## src/display_defs.svh

```systemverilog
`ifndef DISPLAY_DEFS_SVH
`define DISPLAY_DEFS_SVH

// default panel geometry, pixels and lines
`define H_ACTIVE_DEF 480
`define H_BLANK_DEF 45
`define V_ACTIVE_DEF 272
`define V_BLANK_DEF 16
// cclk cycles per pixel
`define PIX_DIV_DEF 11
// cclk cycles per half period of touch_clk
`define SPI_DIV_DEF 25
// 12-bit adc value down to pixel units
`define TOUCH_SHIFT 4
// register byte offsets on the host port
`define REG_CTRL 8'h00
`define REG_BG 8'h04
`define REG_CURSOR_COLOR 8'h08
`define REG_Z_MIN 8'h0C
`define REG_TOUCH 8'h10
`define REG_STATUS 8'h14

`endif
```

## src/touch_pkg.sv

```systemverilog
package touch_pkg;

	// adc control byte, start bit in the msb
	// z1 pressure, then x and y positions
	typedef enum logic [7:0] {
		CMD_Z1 = 8'hB0,
		CMD_X = 8'hD0,
		CMD_Y = 8'h90
	} adc_cmd_e;

	// serial engine states
	typedef enum logic [2:0] {
		SPI_IDLE,
		SPI_CMD,
		SPI_BUSY,
		SPI_DATA,
		SPI_DONE
	} spi_state_e;

endpackage

```

## src/tft_pkg.sv

```systemverilog
package tft_pkg;

	// per-frame touch sampling sequence
	typedef enum logic [2:0] {
		IDLE,
		CONV_Z,
		CONV_X,
		CONV_Y,
		LATCH
	} ctl_state_e;

	// axi4-lite response codes in use
	typedef enum logic [1:0] {
		OKAY = 2'b00,
		SLVERR = 2'b10
	} axi_resp_e;

endpackage

```

## src/touch_display_top.sv

```systemverilog
`timescale 1ns/1ns
`include "display_defs.svh"

module touch_display_top #(
	parameter int H_ACTIVE = `H_ACTIVE_DEF,
	parameter int H_BLANK = `H_BLANK_DEF,
	parameter int V_ACTIVE = `V_ACTIVE_DEF,
	parameter int V_BLANK = `V_BLANK_DEF,
	parameter int PIX_DIV = `PIX_DIV_DEF
) (
	input  logic        cclk,
	input  logic        rst_n,
	// host register port
	input  logic [7:0]  s_awaddr, s_araddr,
	input  logic        s_awvalid, s_wvalid, s_bready, s_arvalid, s_rready,
	output logic        s_awready, s_wready, s_bvalid, s_arready, s_rvalid,
	input  logic [31:0] s_wdata,
	input  logic [3:0]  s_wstrb,
	output logic [1:0]  s_bresp, s_rresp,
	output logic [31:0] s_rdata,
	// touch adc pins
	input  logic        touch_busy, touch_data_out,
	output logic        touch_csb, touch_clk, touch_data_in,
	// tft panel pins
	output logic        tft_backlight, tft_display, tft_vdd, tft_data_ena,
	output logic [7:0]  tft_red, tft_green, tft_blue
);
	import touch_pkg::*;

	adc_cmd_e conv_cmd;
	logic conv_start, conv_done, new_frame, pix_en, data_ena, disp_en;
	logic [11:0] conv_data;
	logic [9:0] x, cursor_x;
	logic [8:0] y, cursor_y;
	logic [23:0] bg_color, cursor_color;

	touch_ctrl touch_ctrl_inst (
		.cclk, .rst_n,
		.s_awaddr, .s_araddr, .s_awvalid, .s_wvalid, .s_bready, .s_arvalid, .s_rready,
		.s_awready, .s_wready, .s_bvalid, .s_arready, .s_rvalid,
		.s_wdata, .s_wstrb, .s_bresp, .s_rresp, .s_rdata,
		.conv_start, .conv_cmd, .conv_done, .conv_data, .new_frame,
		.disp_en, .cursor_x, .cursor_y, .bg_color, .cursor_color
	);

	touch_spi touch_spi_inst (
		.cclk, .rst_n, .conv_start, .conv_cmd, .conv_done, .conv_data,
		.touch_csb, .touch_clk, .touch_data_in, .touch_data_out, .touch_busy
	);

	tft_timing #(
		.H_ACTIVE(H_ACTIVE), .H_BLANK(H_BLANK),
		.V_ACTIVE(V_ACTIVE), .V_BLANK(V_BLANK), .PIX_DIV(PIX_DIV)
	) tft_timing_inst (
		.cclk, .rst_n, .disp_en, .pix_en, .new_frame, .data_ena, .x, .y,
		.tft_backlight, .tft_display, .tft_vdd
	);

	cursor_render cursor_render_inst (
		.cclk, .rst_n, .pix_en, .x, .cursor_x, .y, .cursor_y,
		.bg_color, .cursor_color, .red(tft_red), .green(tft_green), .blue(tft_blue)
	);

	// same pixel stage as the renderer so enable lines up with rgb
	always_ff @(posedge cclk or negedge rst_n) begin
		if (!rst_n)
			tft_data_ena <= 1'b0;
		else if (pix_en)
			tft_data_ena <= data_ena;
	end

endmodule

```

## src/cursor_render.sv

```systemverilog
`timescale 1ns/1ns

module cursor_render (
	input  logic        cclk,
	input  logic        rst_n,
	input  logic        pix_en,
	input  logic [9:0]  x,
	input  logic [9:0]  cursor_x,
	input  logic [8:0]  y,
	input  logic [8:0]  cursor_y,
	input  logic [23:0] bg_color,
	input  logic [23:0] cursor_color,
	output logic [7:0]  red,
	output logic [7:0]  green,
	output logic [7:0]  blue
);
	logic on_cursor;

	// crosshair is the full cursor row plus the full cursor column
	assign on_cursor = (x == cursor_x) || (y == cursor_y);

	// one pixel stage, red in the top byte
	always_ff @(posedge cclk or negedge rst_n) begin
		if (!rst_n) begin
			{red, green, blue} <= '0;
		end else if (pix_en) begin
			if (on_cursor)
				{red, green, blue} <= cursor_color;
			else
				{red, green, blue} <= bg_color;
		end
	end

endmodule

```

## src/tft_timing.sv

```systemverilog
`timescale 1ns/1ns
`include "display_defs.svh"

module tft_timing #(
	parameter int H_ACTIVE = `H_ACTIVE_DEF,
	parameter int H_BLANK = `H_BLANK_DEF,
	parameter int V_ACTIVE = `V_ACTIVE_DEF,
	parameter int V_BLANK = `V_BLANK_DEF,
	parameter int PIX_DIV = `PIX_DIV_DEF
) (
	input  logic       cclk,
	input  logic       rst_n,
	input  logic       disp_en,
	output logic       pix_en,
	output logic       new_frame,
	output logic       data_ena,
	output logic [9:0] x,
	output logic [8:0] y,
	output logic       tft_backlight,
	output logic       tft_display,
	output logic       tft_vdd
);
	localparam int H_TOTAL = H_ACTIVE + H_BLANK;
	localparam int V_TOTAL = V_ACTIVE + V_BLANK;
	localparam int DIV_W = (PIX_DIV > 1) ? $clog2(PIX_DIV) : 1;
	localparam logic [DIV_W-1:0] DIV_LAST = DIV_W'(PIX_DIV - 1);

	logic [DIV_W-1:0] div_cnt;
	logic [9:0] x_next;
	logic [8:0] y_next;

	// raster step, line wrap then frame wrap
	always_comb begin
		x_next = x + 1'b1;
		y_next = y;
		if (x == 10'(H_TOTAL - 1)) begin
			x_next = '0;
			y_next = (y == 9'(V_TOTAL - 1)) ? '0 : y + 1'b1;
		end
	end

	always_ff @(posedge cclk or negedge rst_n) begin
		if (!rst_n) begin
			div_cnt <= '0;
			pix_en <= 1'b0;
			new_frame <= 1'b0;
			data_ena <= 1'b0;
			x <= '0;
			y <= '0;
			{tft_backlight, tft_display, tft_vdd} <= 3'b000;
		end else begin
			// pixel rate enable from cclk
			pix_en <= (div_cnt == DIV_LAST);
			div_cnt <= (div_cnt == DIV_LAST) ? '0 : div_cnt + 1'b1;
			new_frame <= 1'b0;
			// panel power pins follow the enable bit
			{tft_backlight, tft_display, tft_vdd} <= {3{disp_en}};
			if (pix_en) begin
				x <= x_next;
				y <= y_next;
				data_ena <= disp_en && x_next < 10'(H_ACTIVE) && y_next < 9'(V_ACTIVE);
				// single cclk pulse at the (0,0) wrap
				new_frame <= (x_next == '0) && (y_next == '0);
			end
		end
	end

endmodule

```

## src/touch_spi.sv

```systemverilog
`timescale 1ns/1ns
`include "display_defs.svh"

module touch_spi #(
	parameter int SPI_DIV = `SPI_DIV_DEF
) (
	input  logic                cclk,
	input  logic                rst_n,
	input  logic                conv_start,
	input  touch_pkg::adc_cmd_e conv_cmd,
	output logic                conv_done,
	output logic [11:0]         conv_data,
	output logic                touch_csb,
	output logic                touch_clk,
	output logic                touch_data_in,
	input  logic                touch_data_out,
	input  logic                touch_busy
);
	import touch_pkg::*;

	localparam int DIV_W = (SPI_DIV > 1) ? $clog2(SPI_DIV) : 1;
	localparam logic [DIV_W-1:0] DIV_LAST = DIV_W'(SPI_DIV - 1);

	spi_state_e state;
	logic [DIV_W-1:0] div_cnt;
	logic [7:0] cmd_sr;
	logic [11:0] data_sr;
	logic [4:0] bit_cnt;
	logic tick, rise, fall;

	// half period done, next edge of touch_clk
	assign tick = (div_cnt == DIV_LAST);
	assign rise = tick && !touch_clk;
	assign fall = tick && touch_clk;
	// command msb sits on the pin, shifts to zero when spent
	assign touch_data_in = cmd_sr[7];

	always_ff @(posedge cclk or negedge rst_n) begin
		if (!rst_n) begin
			state <= SPI_IDLE;
			div_cnt <= '0;
			touch_clk <= 1'b0;
			touch_csb <= 1'b1;
			cmd_sr <= '0;
			bit_cnt <= '0;
			conv_done <= 1'b0;
		end else begin
			conv_done <= 1'b0;
			// serial clock only in cmd, busy and data
			if (state == SPI_IDLE || state == SPI_DONE) begin
				div_cnt <= '0;
			end else begin
				div_cnt <= tick ? '0 : div_cnt + 1'b1;
				if (tick)
					touch_clk <= !touch_clk;
			end
			case (state)
			SPI_IDLE: begin
				if (conv_start) begin
					touch_csb <= 1'b0;
					cmd_sr <= conv_cmd;
					bit_cnt <= '0;
					state <= SPI_CMD;
				end
			end
			SPI_CMD: begin
				// 8 command bits, next bit out on each falling edge
				if (fall) begin
					cmd_sr <= {cmd_sr[6:0], 1'b0};
					bit_cnt <= (bit_cnt == 5'd7) ? '0 : bit_cnt + 1'b1;
					if (bit_cnt == 5'd7)
						state <= SPI_BUSY;
				end
			end
			SPI_BUSY: begin
				// one clock for the adc to acquire
				if (fall)
					state <= SPI_DATA;
			end
			SPI_DATA: begin
				// 12 result bits, then 4 trailing clocks
				if (rise && !touch_busy)
					bit_cnt <= bit_cnt + 1'b1;
				if (fall && bit_cnt == 5'd16)
					state <= SPI_DONE;
			end
			SPI_DONE: begin
				touch_csb <= 1'b1;
				conv_done <= 1'b1;
				state <= SPI_IDLE;
			end
			default: state <= SPI_IDLE;
			endcase
		end
	end

	// result bits, msb first on rising edges once busy drops
	always_ff @(posedge cclk) begin
		if (state == SPI_DATA && rise && !touch_busy && bit_cnt < 5'd12)
			data_sr <= {data_sr[10:0], touch_data_out};
		if (state == SPI_DONE)
			conv_data <= data_sr;
	end

	// chip select held through the whole transaction
	assert property (@(posedge cclk) disable iff (!rst_n)
		(state != SPI_IDLE) |-> !touch_csb);

endmodule

```

## src/touch_ctrl.sv

```systemverilog
`timescale 1ns/1ns
`include "display_defs.svh"

module touch_ctrl (
	input  logic                cclk,
	input  logic                rst_n,
	// axi4-lite slave
	input  logic [7:0]          s_awaddr, s_araddr,
	input  logic                s_awvalid, s_wvalid, s_bready, s_arvalid, s_rready,
	output logic                s_awready, s_wready, s_bvalid, s_arready, s_rvalid,
	input  logic [31:0]         s_wdata,
	input  logic [3:0]          s_wstrb,
	output logic [1:0]          s_bresp, s_rresp,
	output logic [31:0]         s_rdata,
	// conversion link to the serial engine
	output logic                conv_start,
	output touch_pkg::adc_cmd_e conv_cmd,
	input  logic                conv_done,
	input  logic [11:0]         conv_data,
	input  logic                new_frame,
	// display settings
	output logic                disp_en,
	output logic [9:0]          cursor_x,
	output logic [8:0]          cursor_y,
	output logic [23:0]         bg_color, cursor_color
);
	import tft_pkg::*;
	import touch_pkg::*;

	ctl_state_e state;
	logic touch_en, pen_down;
	logic [11:0] z_min, x_raw;
	logic [7:0] frame_cnt;

	// byte lanes of wdata over the current value
	function automatic logic [31:0] merge(input logic [31:0] cur);
		for (int i = 0; i < 4; i++)
			if (s_wstrb[i])
				cur[8*i +: 8] = s_wdata[8*i +: 8];
		return cur;
	endfunction

	// write path, aw and w taken together
	always_ff @(posedge cclk or negedge rst_n) begin
		if (!rst_n) begin
			s_awready <= 1'b0;
			s_wready <= 1'b0;
			s_bvalid <= 1'b0;
			s_bresp <= OKAY;
			{touch_en, disp_en} <= 2'b00;
			bg_color <= '0;
			cursor_color <= '0;
			z_min <= '0;
		end else begin
			s_awready <= 1'b0;
			s_wready <= 1'b0;
			if (s_bvalid && s_bready)
				s_bvalid <= 1'b0;
			// no new write while a response waits
			if (s_awvalid && s_wvalid && !s_bvalid && !s_awready) begin
				s_awready <= 1'b1;
				s_wready <= 1'b1;
			end
			if (s_awready && s_awvalid && s_wvalid) begin
				s_bvalid <= 1'b1;
				s_bresp <= OKAY;
				case (s_awaddr)
				`REG_CTRL: {touch_en, disp_en} <= 2'(merge({30'b0, touch_en, disp_en}));
				`REG_BG: bg_color <= 24'(merge({8'b0, bg_color}));
				`REG_CURSOR_COLOR: cursor_color <= 24'(merge({8'b0, cursor_color}));
				`REG_Z_MIN: z_min <= 12'(merge({20'b0, z_min}));
				// touch, status and holes
				default: s_bresp <= SLVERR;
				endcase
			end
		end
	end

	// read path, one outstanding read
	always_ff @(posedge cclk or negedge rst_n) begin
		if (!rst_n) begin
			s_arready <= 1'b0;
			s_rvalid <= 1'b0;
			s_rresp <= OKAY;
			s_rdata <= '0;
		end else begin
			s_arready <= 1'b0;
			if (s_rvalid && s_rready)
				s_rvalid <= 1'b0;
			if (s_arvalid && !s_arready && !s_rvalid)
				s_arready <= 1'b1;
			if (s_arready && s_arvalid) begin
				s_rvalid <= 1'b1;
				s_rresp <= OKAY;
				case (s_araddr)
				`REG_CTRL: s_rdata <= {30'b0, touch_en, disp_en};
				`REG_BG: s_rdata <= {8'b0, bg_color};
				`REG_CURSOR_COLOR: s_rdata <= {8'b0, cursor_color};
				`REG_Z_MIN: s_rdata <= {20'b0, z_min};
				`REG_TOUCH: s_rdata <= {7'b0, cursor_y, 6'b0, cursor_x};
				`REG_STATUS: s_rdata <= {16'b0, frame_cnt, 6'b0, state != IDLE, pen_down};
				default: begin
					s_rdata <= '0;
					s_rresp <= SLVERR;
				end
				endcase
			end
		end
	end

	// sampling sequencer, z1 then x then y
	always_ff @(posedge cclk or negedge rst_n) begin
		if (!rst_n) begin
			state <= IDLE;
			conv_start <= 1'b0;
			conv_cmd <= CMD_Z1;
			x_raw <= '0;
			cursor_x <= '0;
			cursor_y <= '0;
			pen_down <= 1'b0;
			frame_cnt <= '0;
		end else begin
			conv_start <= 1'b0;
			if (new_frame)
				frame_cnt <= frame_cnt + 1'b1;
			case (state)
			IDLE: begin
				// one sample set per frame
				if (new_frame && touch_en) begin
					state <= CONV_Z;
					conv_start <= 1'b1;
					conv_cmd <= CMD_Z1;
				end
			end
			CONV_Z: begin
				if (conv_done && conv_data < z_min) begin
					// too light, old coordinates stay
					pen_down <= 1'b0;
					state <= IDLE;
				end else if (conv_done) begin
					state <= CONV_X;
					conv_start <= 1'b1;
					conv_cmd <= CMD_X;
				end
			end
			CONV_X: begin
				if (conv_done) begin
					x_raw <= conv_data;
					state <= CONV_Y;
					conv_start <= 1'b1;
					conv_cmd <= CMD_Y;
				end
			end
			CONV_Y: begin
				if (conv_done)
					state <= LATCH;
			end
			LATCH: begin
				// y result still held on conv_data
				cursor_x <= 10'(x_raw >> `TOUCH_SHIFT);
				cursor_y <= 9'(conv_data >> `TOUCH_SHIFT);
				pen_down <= 1'b1;
				state <= IDLE;
			end
			default: state <= IDLE;
			endcase
		end
	end

	// starts only come with a sequencer step
	assert property (@(posedge cclk) disable iff (!rst_n)
		conv_start |-> (state != $past(state)));
	// b response held until the host takes it
	assert property (@(posedge cclk) disable iff (!rst_n)
		s_bvalid && !s_bready |=> s_bvalid);

endmodule

```

## config.mk

```make
export PLATFORM = sky130hd
export DESIGN_NAME = touch_display_top
export DESIGN_NICKNAME = d
export VERILOG_FILES = /design/src/touch_pkg.sv /design/src/tft_pkg.sv /design/src/touch_display_top.sv /design/src/cursor_render.sv /design/src/tft_timing.sv /design/src/touch_spi.sv /design/src/touch_ctrl.sv
export VERILOG_INCLUDE_DIRS = /design/src
export SDC_FILE = /design/constraint.sdc
export NUM_CORES = 1
export LEC_CHECK = 0
export BUFFER_PORTS_ARGS = -buffer_cell sky130_fd_sc_hd__buf_2
export CELL_PAD_IN_SITES_DETAIL_PLACEMENT = 1
export CELL_PAD_IN_SITES_GLOBAL_PLACEMENT = 1
export CORE_ASPECT_RATIO = 2
export CORE_UTILIZATION = 27
export DETAILED_ROUTE_END_ITERATION = 8
export PLACE_DENSITY_LB_ADDON = 0.1
export RECOVER_POWER = 25
export SYNTH_ARGS = -nofsm -noshare
export SYNTH_HDL_FRONTEND = slang
export SYNTH_SLANG_ARGS = --single-unit
```

## constraint.sdc

```tcl
create_clock -name cclk -period 2.8 [get_ports cclk]
set_input_delay 0 -clock cclk [delete_from_list [all_inputs] [get_ports cclk]]
set_output_delay 0 -clock cclk [all_outputs]
set_load 0.05 [all_outputs]
```

==> metrics.txt, run 1 <==
clock share of power=0.475; largest net degree at the start of global routing=64; top cell type by total area after synthesis=dfrtp_1; failing checks=max-capacitance violations, max-slew violations; GR Layer Usage met3=0.01829; min-delay src=s_araddr[3]; Vias/cell=4.723; GR peak layer=met2; Syn Inst Count=926; Final Max Tran Viols=63; Post-DRT Antenna Nets=0; Overall Power=0.007067 W; worst reg2reg path startpoint=touch_ctrl_inst.s_awready; grt met2 use=0.3340; PortBufs=113; share of post-route cells with drive strength above 1=0.2545; drt first pass iters=5; fill count=4,216; Min-Delay Path Class=in -> reg; Mapped Area=0.01043 mm^2; first-pass GRT wire length=50,020 um; GRT Resource Usage Total=0.1688; crit start category=flop; routed len/inst=19.76 um; root buf cell=clkbuf_16; most frequent cell after synthesis=dfrtp_1; CTS tree=built; headroom to the max-slew limit=-0.2080; highest clock rate=403.3 MHz; Combinational Power Share=0.049; drt drc=0; sequential-to-total area share from yosys stat=0.5564; Core ar.=0.03804 mm^2; Ys Warns=0; Cell variety after synth=67; Int Pwr=0.005422 W; top cell type's share of synthesized area=0.4822; FP Rows=101; met1 GRT Util=0.1845; Power Density=546.0 mW/mm^2; initial core utilization=0.2742; Arr. time, crit path=2.90 ns; critical path type=reg -> reg; Max clock buf depth=3; Synth Register Bits=227; EDFF count, synth=24; HPWL Detailed=23,590 um; Diodes inserted=0; Final Cycle Share=0.8855; Post-synth ARST share=0.8943; maxcap violations=1; RSZ-0062 raised after global routing=no; top post-synthesis cells by area=dfrtp_1 48%, mux2_2 7.9%, edfxtp_1 6.9%; Finish-stage setup viols=0; TritonCTS Buffers=24; GRT overflow=0; number of global-route vias before repair=8,290; CP endpoint kind=flop; routed via count=7,685; most common flop cell mapped by yosys=dfrtp_1; Final Util=0.3403; clock latency on the worst-skew pair=0.54 ns; Final Hold Vio Count=0; Die Y=280.0 um; critical path peak fanout=5; switching component of the power=0.001645 W; Die ar.=0.03947 mm^2; num ports=133; setup bufs post-CTS=0; fin nets=1,174; clock-pin slew on the worst setup and hold paths=0.06 ns; worst vdd ir=0.3937 mV; Worst Tran Pin Value=1.812 ns; sum of negative setup slack=0 ns; status=finished, violations left; antenna violations before repair=1; post-CTS sizing=0; sequential power share=0.476; initial DRC count=250; Final Skew=0.01576 ns; critical path launch point=touch_ctrl_inst.s_awready; H-tree depth=1; fin crit period=2.479 ns; GP Congestion=0.7625; post-synthesis average cell area=11.26 um^2; hold_buf cts=42; Routed WL=32,150 um; Leakage=6.257 nW; commonest cells in the netlist=201 x dfrtp_1, 94 x nand2_1, 73 x mux2_2; switch share=0.2328; chip width=141.0 um; Critical Path RT=3.22 ns; Num Clock Sinks=227; Area Overhead vs Synth=24.09%
## worst max-delay path, cell delays in order, from the launching register on
cell	delay, ns
dfrtp_1	0.40
and3_1	0.27
nand2_1	0.15
or4b_2	0.68
mux2_2	0.30
dlygate4sd3_1	0.56
## routing by layer
metal | vias to the layer above | wire length, um
li1 | 3621 | -
met1 | 3910 | 12380
met2 | 112 | 18230
met3 | 42 | 846
met4 | 0 | 694
met5 | - | 0
## registers in the layout, summed over array words and instances (netlist names), 9 cells and up
signal	flops
touch_ctrl_inst.bg_color	24
touch_ctrl_inst.cursor_color	24
touch_ctrl_inst.s_rdata	24
touch_ctrl_inst.z_min	12
touch_spi_inst.conv_data	12
touch_spi_inst.data_sr	12
tft_timing_inst.x	10
tft_timing_inst.y	9
## area by class of cell
type	count	area, um^2	area share
clock buffer	35	683.2	0.05278
tap	515	644.4	0.04979
timing repair buffer	188	1282	0.09909
inverter	27	101.3	0.007831
clock inverter	9	125.1	0.009667
sequential	227	5804	0.4485
multi-input combinational	626	4302	0.3324
## worst paths after layout
kind | endpoint | slack, ns | cells past startpoint
max | touch_ctrl_inst.disp_en | 0.32 | 5
min | touch_ctrl_inst.s_rdata[0] | 0.03 | 4
max reg2reg | touch_ctrl_inst.disp_en | 0.32 | 5
min reg2reg | touch_spi_inst.conv_data[11] | 0.43 | 0
max in group asynchronous | cursor_render_inst.blue[3] | 1.00 | 3
min in group asynchronous | touch_ctrl_inst.bg_color[17] | 0.47 | 2
## cells in the final DEF (no fill, tap or decap), types with 19 or more instances in the layout
cell / synthesis / final
buf_4: 15 / 29
inv_1: 27 / 27
ha_1: 19 / 19
xor2_1: 22 / 22
nor2_1: 58 / 58
xnor2_1: 20 / 20
dlygate4sd3_1: 0 / 42
nand3_1: 26 / 26
o21ai_0: 49 / 49
edfxtp_1: 24 / 24
mux2i_1: 27 / 27
a22oi_1: 23 / 23
buf_2: 6 / 111
dfrtp_1: 201 / 200
nand2_1: 94 / 94
mux2_2: 73 / 73
a21oi_1: 53 / 53
clkbuf_16: 0 / 25
## power groups by stage
| stage | clock network (W) | registers (W) | logic [W] |
|---|---|---|---|
| final | 0.00336 | 0.00336 | 0.000349 |
| after floorplan | 0 | 0.00349 | 0.0000833 |
| after global placement | 0 | 0.00342 | 0.000312 |
| after detailed placement | 0 | 0.00342 | 0.000312 |
| after CTS | 0.00350 | 0.00336 | 0.000360 |
| after global routing | 0.00359 | 0.00336 | 0.000381 |
## cell families after synthesis
family	share of synthesized area
other	0.0003595
adders and majority gates	0.02279
DFF	0.5564
AOI/OAI and AO/OA	0.1153
and+or+nand+nor	0.1275
muxes	0.1060
buffers and inverters	0.03635
xor gates and xnor gates	0.03527
## stage by stage
step	setup slack, ns	hold WS [ns]	area [um^2]	cells
4_1_cts	0.3360	0.006906	12950	1627
3_3_place_gp	0.4668	-0.006639	11730	1541
6_report	0.3206	0.03153	12940	1627
3_5_place_dp	0.4424	-0.0005937	11730	1541
5_1_grt	0.2304	0.05832	12940	1627
2_1_floorplan	0.5258	-0.2956	10470	935
Note: power is estimated with default switching activity, not from simulation.
==> run 2: changes to the inputs <==
==> constraint.sdc (replaced) <==
create_clock -name cclk -period 2.47 [get_ports cclk]
set_input_delay 0 -clock cclk [delete_from_list [all_inputs] [get_ports cclk]]
set_output_delay 0 -clock cclk [all_outputs]
set_load 0.05 [all_outputs]
==> metrics.txt, run 2 (synthesis results as in run 1) <==
number of global-route vias before repair=8,417; Die ar.=0.03947 mm^2; Arr. time, crit path=2.69 ns; Power Density=596.6 mW/mm^2; chip width=141.0 um; placed cells=1,547; commonest non-fill, non-tap cells in the layout=200 x dfrtp_1, 111 x buf_2, 94 x nand2_1, 73 x mux2_2, 58 x nor2_1; Min-Delay Path Class=in -> reg; root buf cell=clkbuf_16; Finish-stage setup viols=0; CP endpoint kind=flop; routed len/inst=19.90 um; PortBufs=113; Critical Path RT=2.92 ns; status=finished, violations left; GRT Resource Usage Total=0.1712; Area Overhead vs Synth=23.70%; highest clock rate=446.3 MHz; Max clock buf depth=3; critical path type=reg -> reg; Num Clock Sinks=227; CTS tree=built; H-tree depth=1; Post-Layout Cell Count=1,631; clock latency on the worst-skew pair=0.53 ns; antenna violations before repair=0; Final Cycle Share=0.9072; TritonCTS Buffers=24; Final Skew=0.01271 ns; num ports=133; Die Y=280.0 um; initial core utilization=0.2742; FF/Latch Area=0.005804 mm^2; share of post-route cells with drive strength above 1=0.2616; clock-pin slew on the worst setup and hold paths=0.07 ns; FP Rows=101; commonest non-fill, non-tap cell in the layout=dfrtp_1; failing checks=max-capacitance violations, max-slew violations; worst vdd ir=0.4314 mV; GRT overflow=0; routed via count=7,715; Diodes inserted=0; first-pass GRT wire length=50,970 um; Vias/cell=4.730; biggest regs=touch_ctrl_inst.bg_color: 24 flops, touch_ctrl_inst.cursor_color: 24 flops, touch_ctrl_inst.s_rdata: 24 flops; Final Hold Vio Count=0; fin nets=1,178; Final Max Tran Viols=67; sum of negative setup slack=0 ns; HPWL Detailed=23,510 um; fin crit period=2.241 ns; fill count=4,264; Core ar.=0.03804 mm^2; drt drc=0; setup bufs post-CTS=0; critical path peak fanout=7; Overall Power=0.007698 W; Post-DRT Antenna Nets=0; crit start category=flop; footprint of the multi-input gates=0.004307 mm^2; drt first pass iters=7; Leakage=6.256 nW; headroom to the max-slew limit=-0.1640; largest net degree at the start of global routing=100; Worst Tran Pin Value=1.746 ns; maxcap violations=1; RSZ-0062 raised after global routing=no; Routed WL=32,450 um; GP Congestion=0.7600; initial DRC count=365
==> run 2: cell types whose count changed in the layout (fill, tap and decap cells not counted), sizes merged <==
cell	change
bufinv	-3
dlygate4sd3	-2
buf	+3
clkbuf	-1
clkinv	+7
==> run 2: where the power goes <==
part | total (W) | leakage, nW | switching, W | internal, W
Sequential | 0.00381 | 2.93 | 0.0000197 | 0.00379
Clock | 0.00350 | 0.373 | 0.00158 | 0.00192
Combinational | 0.000388 | 2.95 | 0.000275 | 0.000113
==> run 2: final cells by class <==
type | count | area share
tap | 515 | 0.04994
inverter | 27 | 0.007855
clock buffer | 31 | 0.05178
sequential | 227 | 0.4499
timing repair buffer | 192 | 0.1008
clock inverter | 13 | 0.006012
multi-input combinational | 626 | 0.3338
==> run 2: worst max-delay path, stage by stage, from the launching register on <==
cell	delay (ns)
dfrtp_1	0.38
or4_4	0.56
or3_4	0.44
a311oi_2	0.20
o221ai_1	0.18
a31oi_1	0.19
nor4b_2	0.21
==> run 2: path summary, 6_finish.rpt <==
kind                       depth (start not counted)  slack, ns                  startpoint                           end
max                                                6       0.23        tft_timing_inst.x[4]     tft_timing_inst.new_frame
min                                                4       0.02                 s_araddr[3]    touch_ctrl_inst.s_rdata[0]
max reg2reg                                        6       0.23        tft_timing_inst.x[4]     tft_timing_inst.new_frame
min reg2reg                                        0       0.42  touch_spi_inst.data_sr[11]  touch_spi_inst.conv_data[11]
max in group asynchronous                          3       0.59                       rst_n        tft_timing_inst.pix_en
min in group asynchronous                          3       0.61                       rst_n   touch_ctrl_inst.cursor_y[0]
==> run 2: what timing repair did <==
item / CTS / global route
setup endpoints to repair: 0 / 1
endpoints found under the hold margin: 272 / 0
gates resized for setup: 0 / 1
hold buffers: 40 / 0
==> run 2: metal layers <==
metal,vias to the layer above,track usage,part of all wire
li1,3620,-,-
met1,3928,0.1887,0.38
met2,132,0.3370,0.57
met3,35,0.01829,0.033
met4,0,0.05100,0.019
met5,-,0,0
==> run 2: stage by stage <==
| stage | worst slack [ns] | hold WS, ns | util | instance area (um^2) |
|---|---|---|---|---|
| after detailed placement | 0.1092 | -0.1626 | 0.3101 | 11800 |
| after CTS | 0.1042 | 0.005428 | 0.3402 | 12940 |
| after global routing | 0.09060 | 0.04053 | 0.3392 | 12900 |
| final | 0.2292 | 0.02236 | 0.3392 | 12900 |
| after floorplan | 0.1958 | -0.2956 | - | 10470 |
| after global placement | 0.1573 | -0.1641 | 0.3101 | 11800 |
==> run 3: changes to the inputs <==
==> constraint.sdc (replaced) <==
create_clock -name cclk -period 2.23 [get_ports cclk]
set_input_delay 0 -clock cclk [delete_from_list [all_inputs] [get_ports cclk]]
set_output_delay 0 -clock cclk [all_outputs]
set_load 0.05 [all_outputs]
==> metrics.txt, run 3 (synthesis results as in run 1) <==
clock share of power=0.476; DR WL met3=1031 um; headroom to the max-slew limit=-0.1718; GRT overflow=0; GP Congestion=0.7786; Final Util=0.3541; Leakage=6.515 nW; Arr. time, crit path=2.64 ns; Power Density=661.1 mW/mm^2; commonest non-fill, non-tap cells in the layout=199 x dfrtp_1, 112 x buf_2, 94 x nand2_1, 73 x mux2_2, 65 x buf_4; Core ar.=0.03804 mm^2; commonest non-fill, non-tap cell in the layout=dfrtp_1; chip width=141.0 um; min-delay src=s_wstrb[1]; Final Max Tran Viols=63; CTS tree=built; switch share=0.2319; routed len/inst=20.16 um; crit start category=flop; switching component of the power=0.002065 W; H-tree depth=1; Final Cycle Share=0.9849; drt drc=0; sum of negative setup slack=0 ns; highest routed layer=met4; root buf cell=clkbuf_16; Area Overhead vs Synth=29.14%; routed via count=7,897; Vias/cell=4.723; Diodes inserted=0; RSZ-0062 raised after global routing=yes; maxcap violations=1; Min-Delay Path Class=in -> reg; routed metal-1 wirelength=12,500 um; sequential power share=0.474; antenna violations before repair=0; clock-pin slew on the worst setup and hold paths=0.07 ns; critical path peak fanout=4; Combinational Power Share=0.050; clock latency on the worst-skew pair=0.53 ns; Final Instance Area=0.01347 mm^2; Max clock buf depth=3; fin crit period=2.196 ns; Finish-stage setup viols=0; FP Rows=101; share of post-route cells with drive strength above 1=0.3016; worst vdd ir=0.4043 mV; Final Skew=0.009256 ns; Critical Path RT=2.67 ns; num ports=133; initial core utilization=0.2742; fin nets=1,219; first-pass GRT wire length=52,320 um; drt first pass iters=4; Num Clock Sinks=227; critical path type=reg -> reg; Post-Layout Cell Count=1,672; Die Y=280.0 um; Final Hold Vio Count=0; TritonCTS Buffers=24; PortBufs=113; placed cells=1,584; CP endpoint kind=flop; largest net degree at the start of global routing=64; critical path launch point=tft_timing_inst.x[4]; status=finished, violations left; worst reg2reg path startpoint=tft_timing_inst.x[4]; failing checks=max-capacitance violations, max-slew violations; GRT Resource Usage Total=0.1767; DR WL met2=19,230 um; Int Pwr=0.006839 W; biggest regs=touch_ctrl_inst.bg_color: 24 flops, touch_ctrl_inst.cursor_color: 24 flops, touch_ctrl_inst.s_rdata: 24 flops; Post-DRT Antenna Nets=0; Worst Tran Pin Value=1.758 ns; number of global-route vias before repair=8,800; HPWL Detailed=25,060 um; Die ar.=0.03947 mm^2; Routed WL=33,710 um; dpl cell area=0.01213 mm^2; highest clock rate=455.3 MHz; initial DRC count=262
-- run 3: cell count changes in the layout (fill, tap and decap cells not counted), moves of 3 or more --
cell	previous run	this run
buf_4	32	65
mux2i_1	27	20
buf_12	4	9
mux2i_2	1	5
buf_6	0	3
bufinv_16	0	3
clkbuf_2	1	4
clkinv_2	8	5
mux2i_4	0	3
-- run 3: cell type report --
cell class | count | area (um^2)
flip-flops and latches | 227 | 5806
clock inverters | 9 | 123.9
well taps | 515 | 644.4
clock buffers | 35 | 693.2
repair buffers | 233 | 1698
multi-input cells | 626 | 4403
inverters | 27 | 101.3
fillers | 4188 | 24570
-- run 3: metrics by stage --
stage | power (W) | hold slack (ns) | setup slack, ns
3_3_place_gp | 0.004698 | -0.01201 | 0.006228
2_1_floorplan | 0.004485 | -0.2956 | -0.02088
5_1_grt | 0.009220 | 0.04976 | -0.1141
4_1_cts | 0.009085 | 0.006493 | 0.02410
3_5_place_dp | 0.004699 | -0.01358 | -0.03932
6_report | 0.008904 | 0.04727 | 0.03370
-- run 3: timing repair --
item / CTS / global route
gates cloned: 0 / 1
setup buffers: 0 / 4
endpoints found under the hold margin: 274 / 0
endpoints found under the setup margin: 2 / 17
gates resized for setup: 2 / 20
hold buffers: 39 / 0
pin swaps: 0 / 12
-- run 3: power groups by stage --
stage / Combinational [W] / Sequential [W] / Clock, W
finish: 0.000443 / 0.00422 / 0.00424
global route: 0.000482 / 0.00422 / 0.00452
CTS: 0.000462 / 0.00422 / 0.00441
detailed placement: 0.000402 / 0.00430 / 0
global placement: 0.000401 / 0.00430 / 0
floorplan: 0.000105 / 0.00438 / 0
-- run 3: worst max-delay path: stages (launching register included) --
cell and delay [ns]:
dfrtp_1 0.38, or4_4 0.58, or3_4 0.42, a311oi_2 0.22, o221ai_2 0.14, nor2b_2 0.18
o32ai_2 0.18
-- run 3: final timing paths --
check	endpoint	slack, ns	depth (start not counted)
min in group asynchronous	cursor_render_inst.blue[4]	0.44	2
worst min register to register	touch_spi_inst.conv_data[11]	0.43	0
worst max register to register	tft_timing_inst.data_ena	0.03	6
worst min-delay path	touch_ctrl_inst.z_min[10]	0.05	4
max in group asynchronous	cursor_render_inst.red[4]	0.46	3
worst max-delay path	tft_timing_inst.data_ena	0.03	6
-- run 3: per-layer routing --
layer | GRT usage | vias to the layer above
met5 | 0 | -
met4 | 0.06048 | 0
met3 | 0.01897 | 47
met2 | 0.3513 | 148
met1 | 0.1885 | 4003
li1 | - | 3699
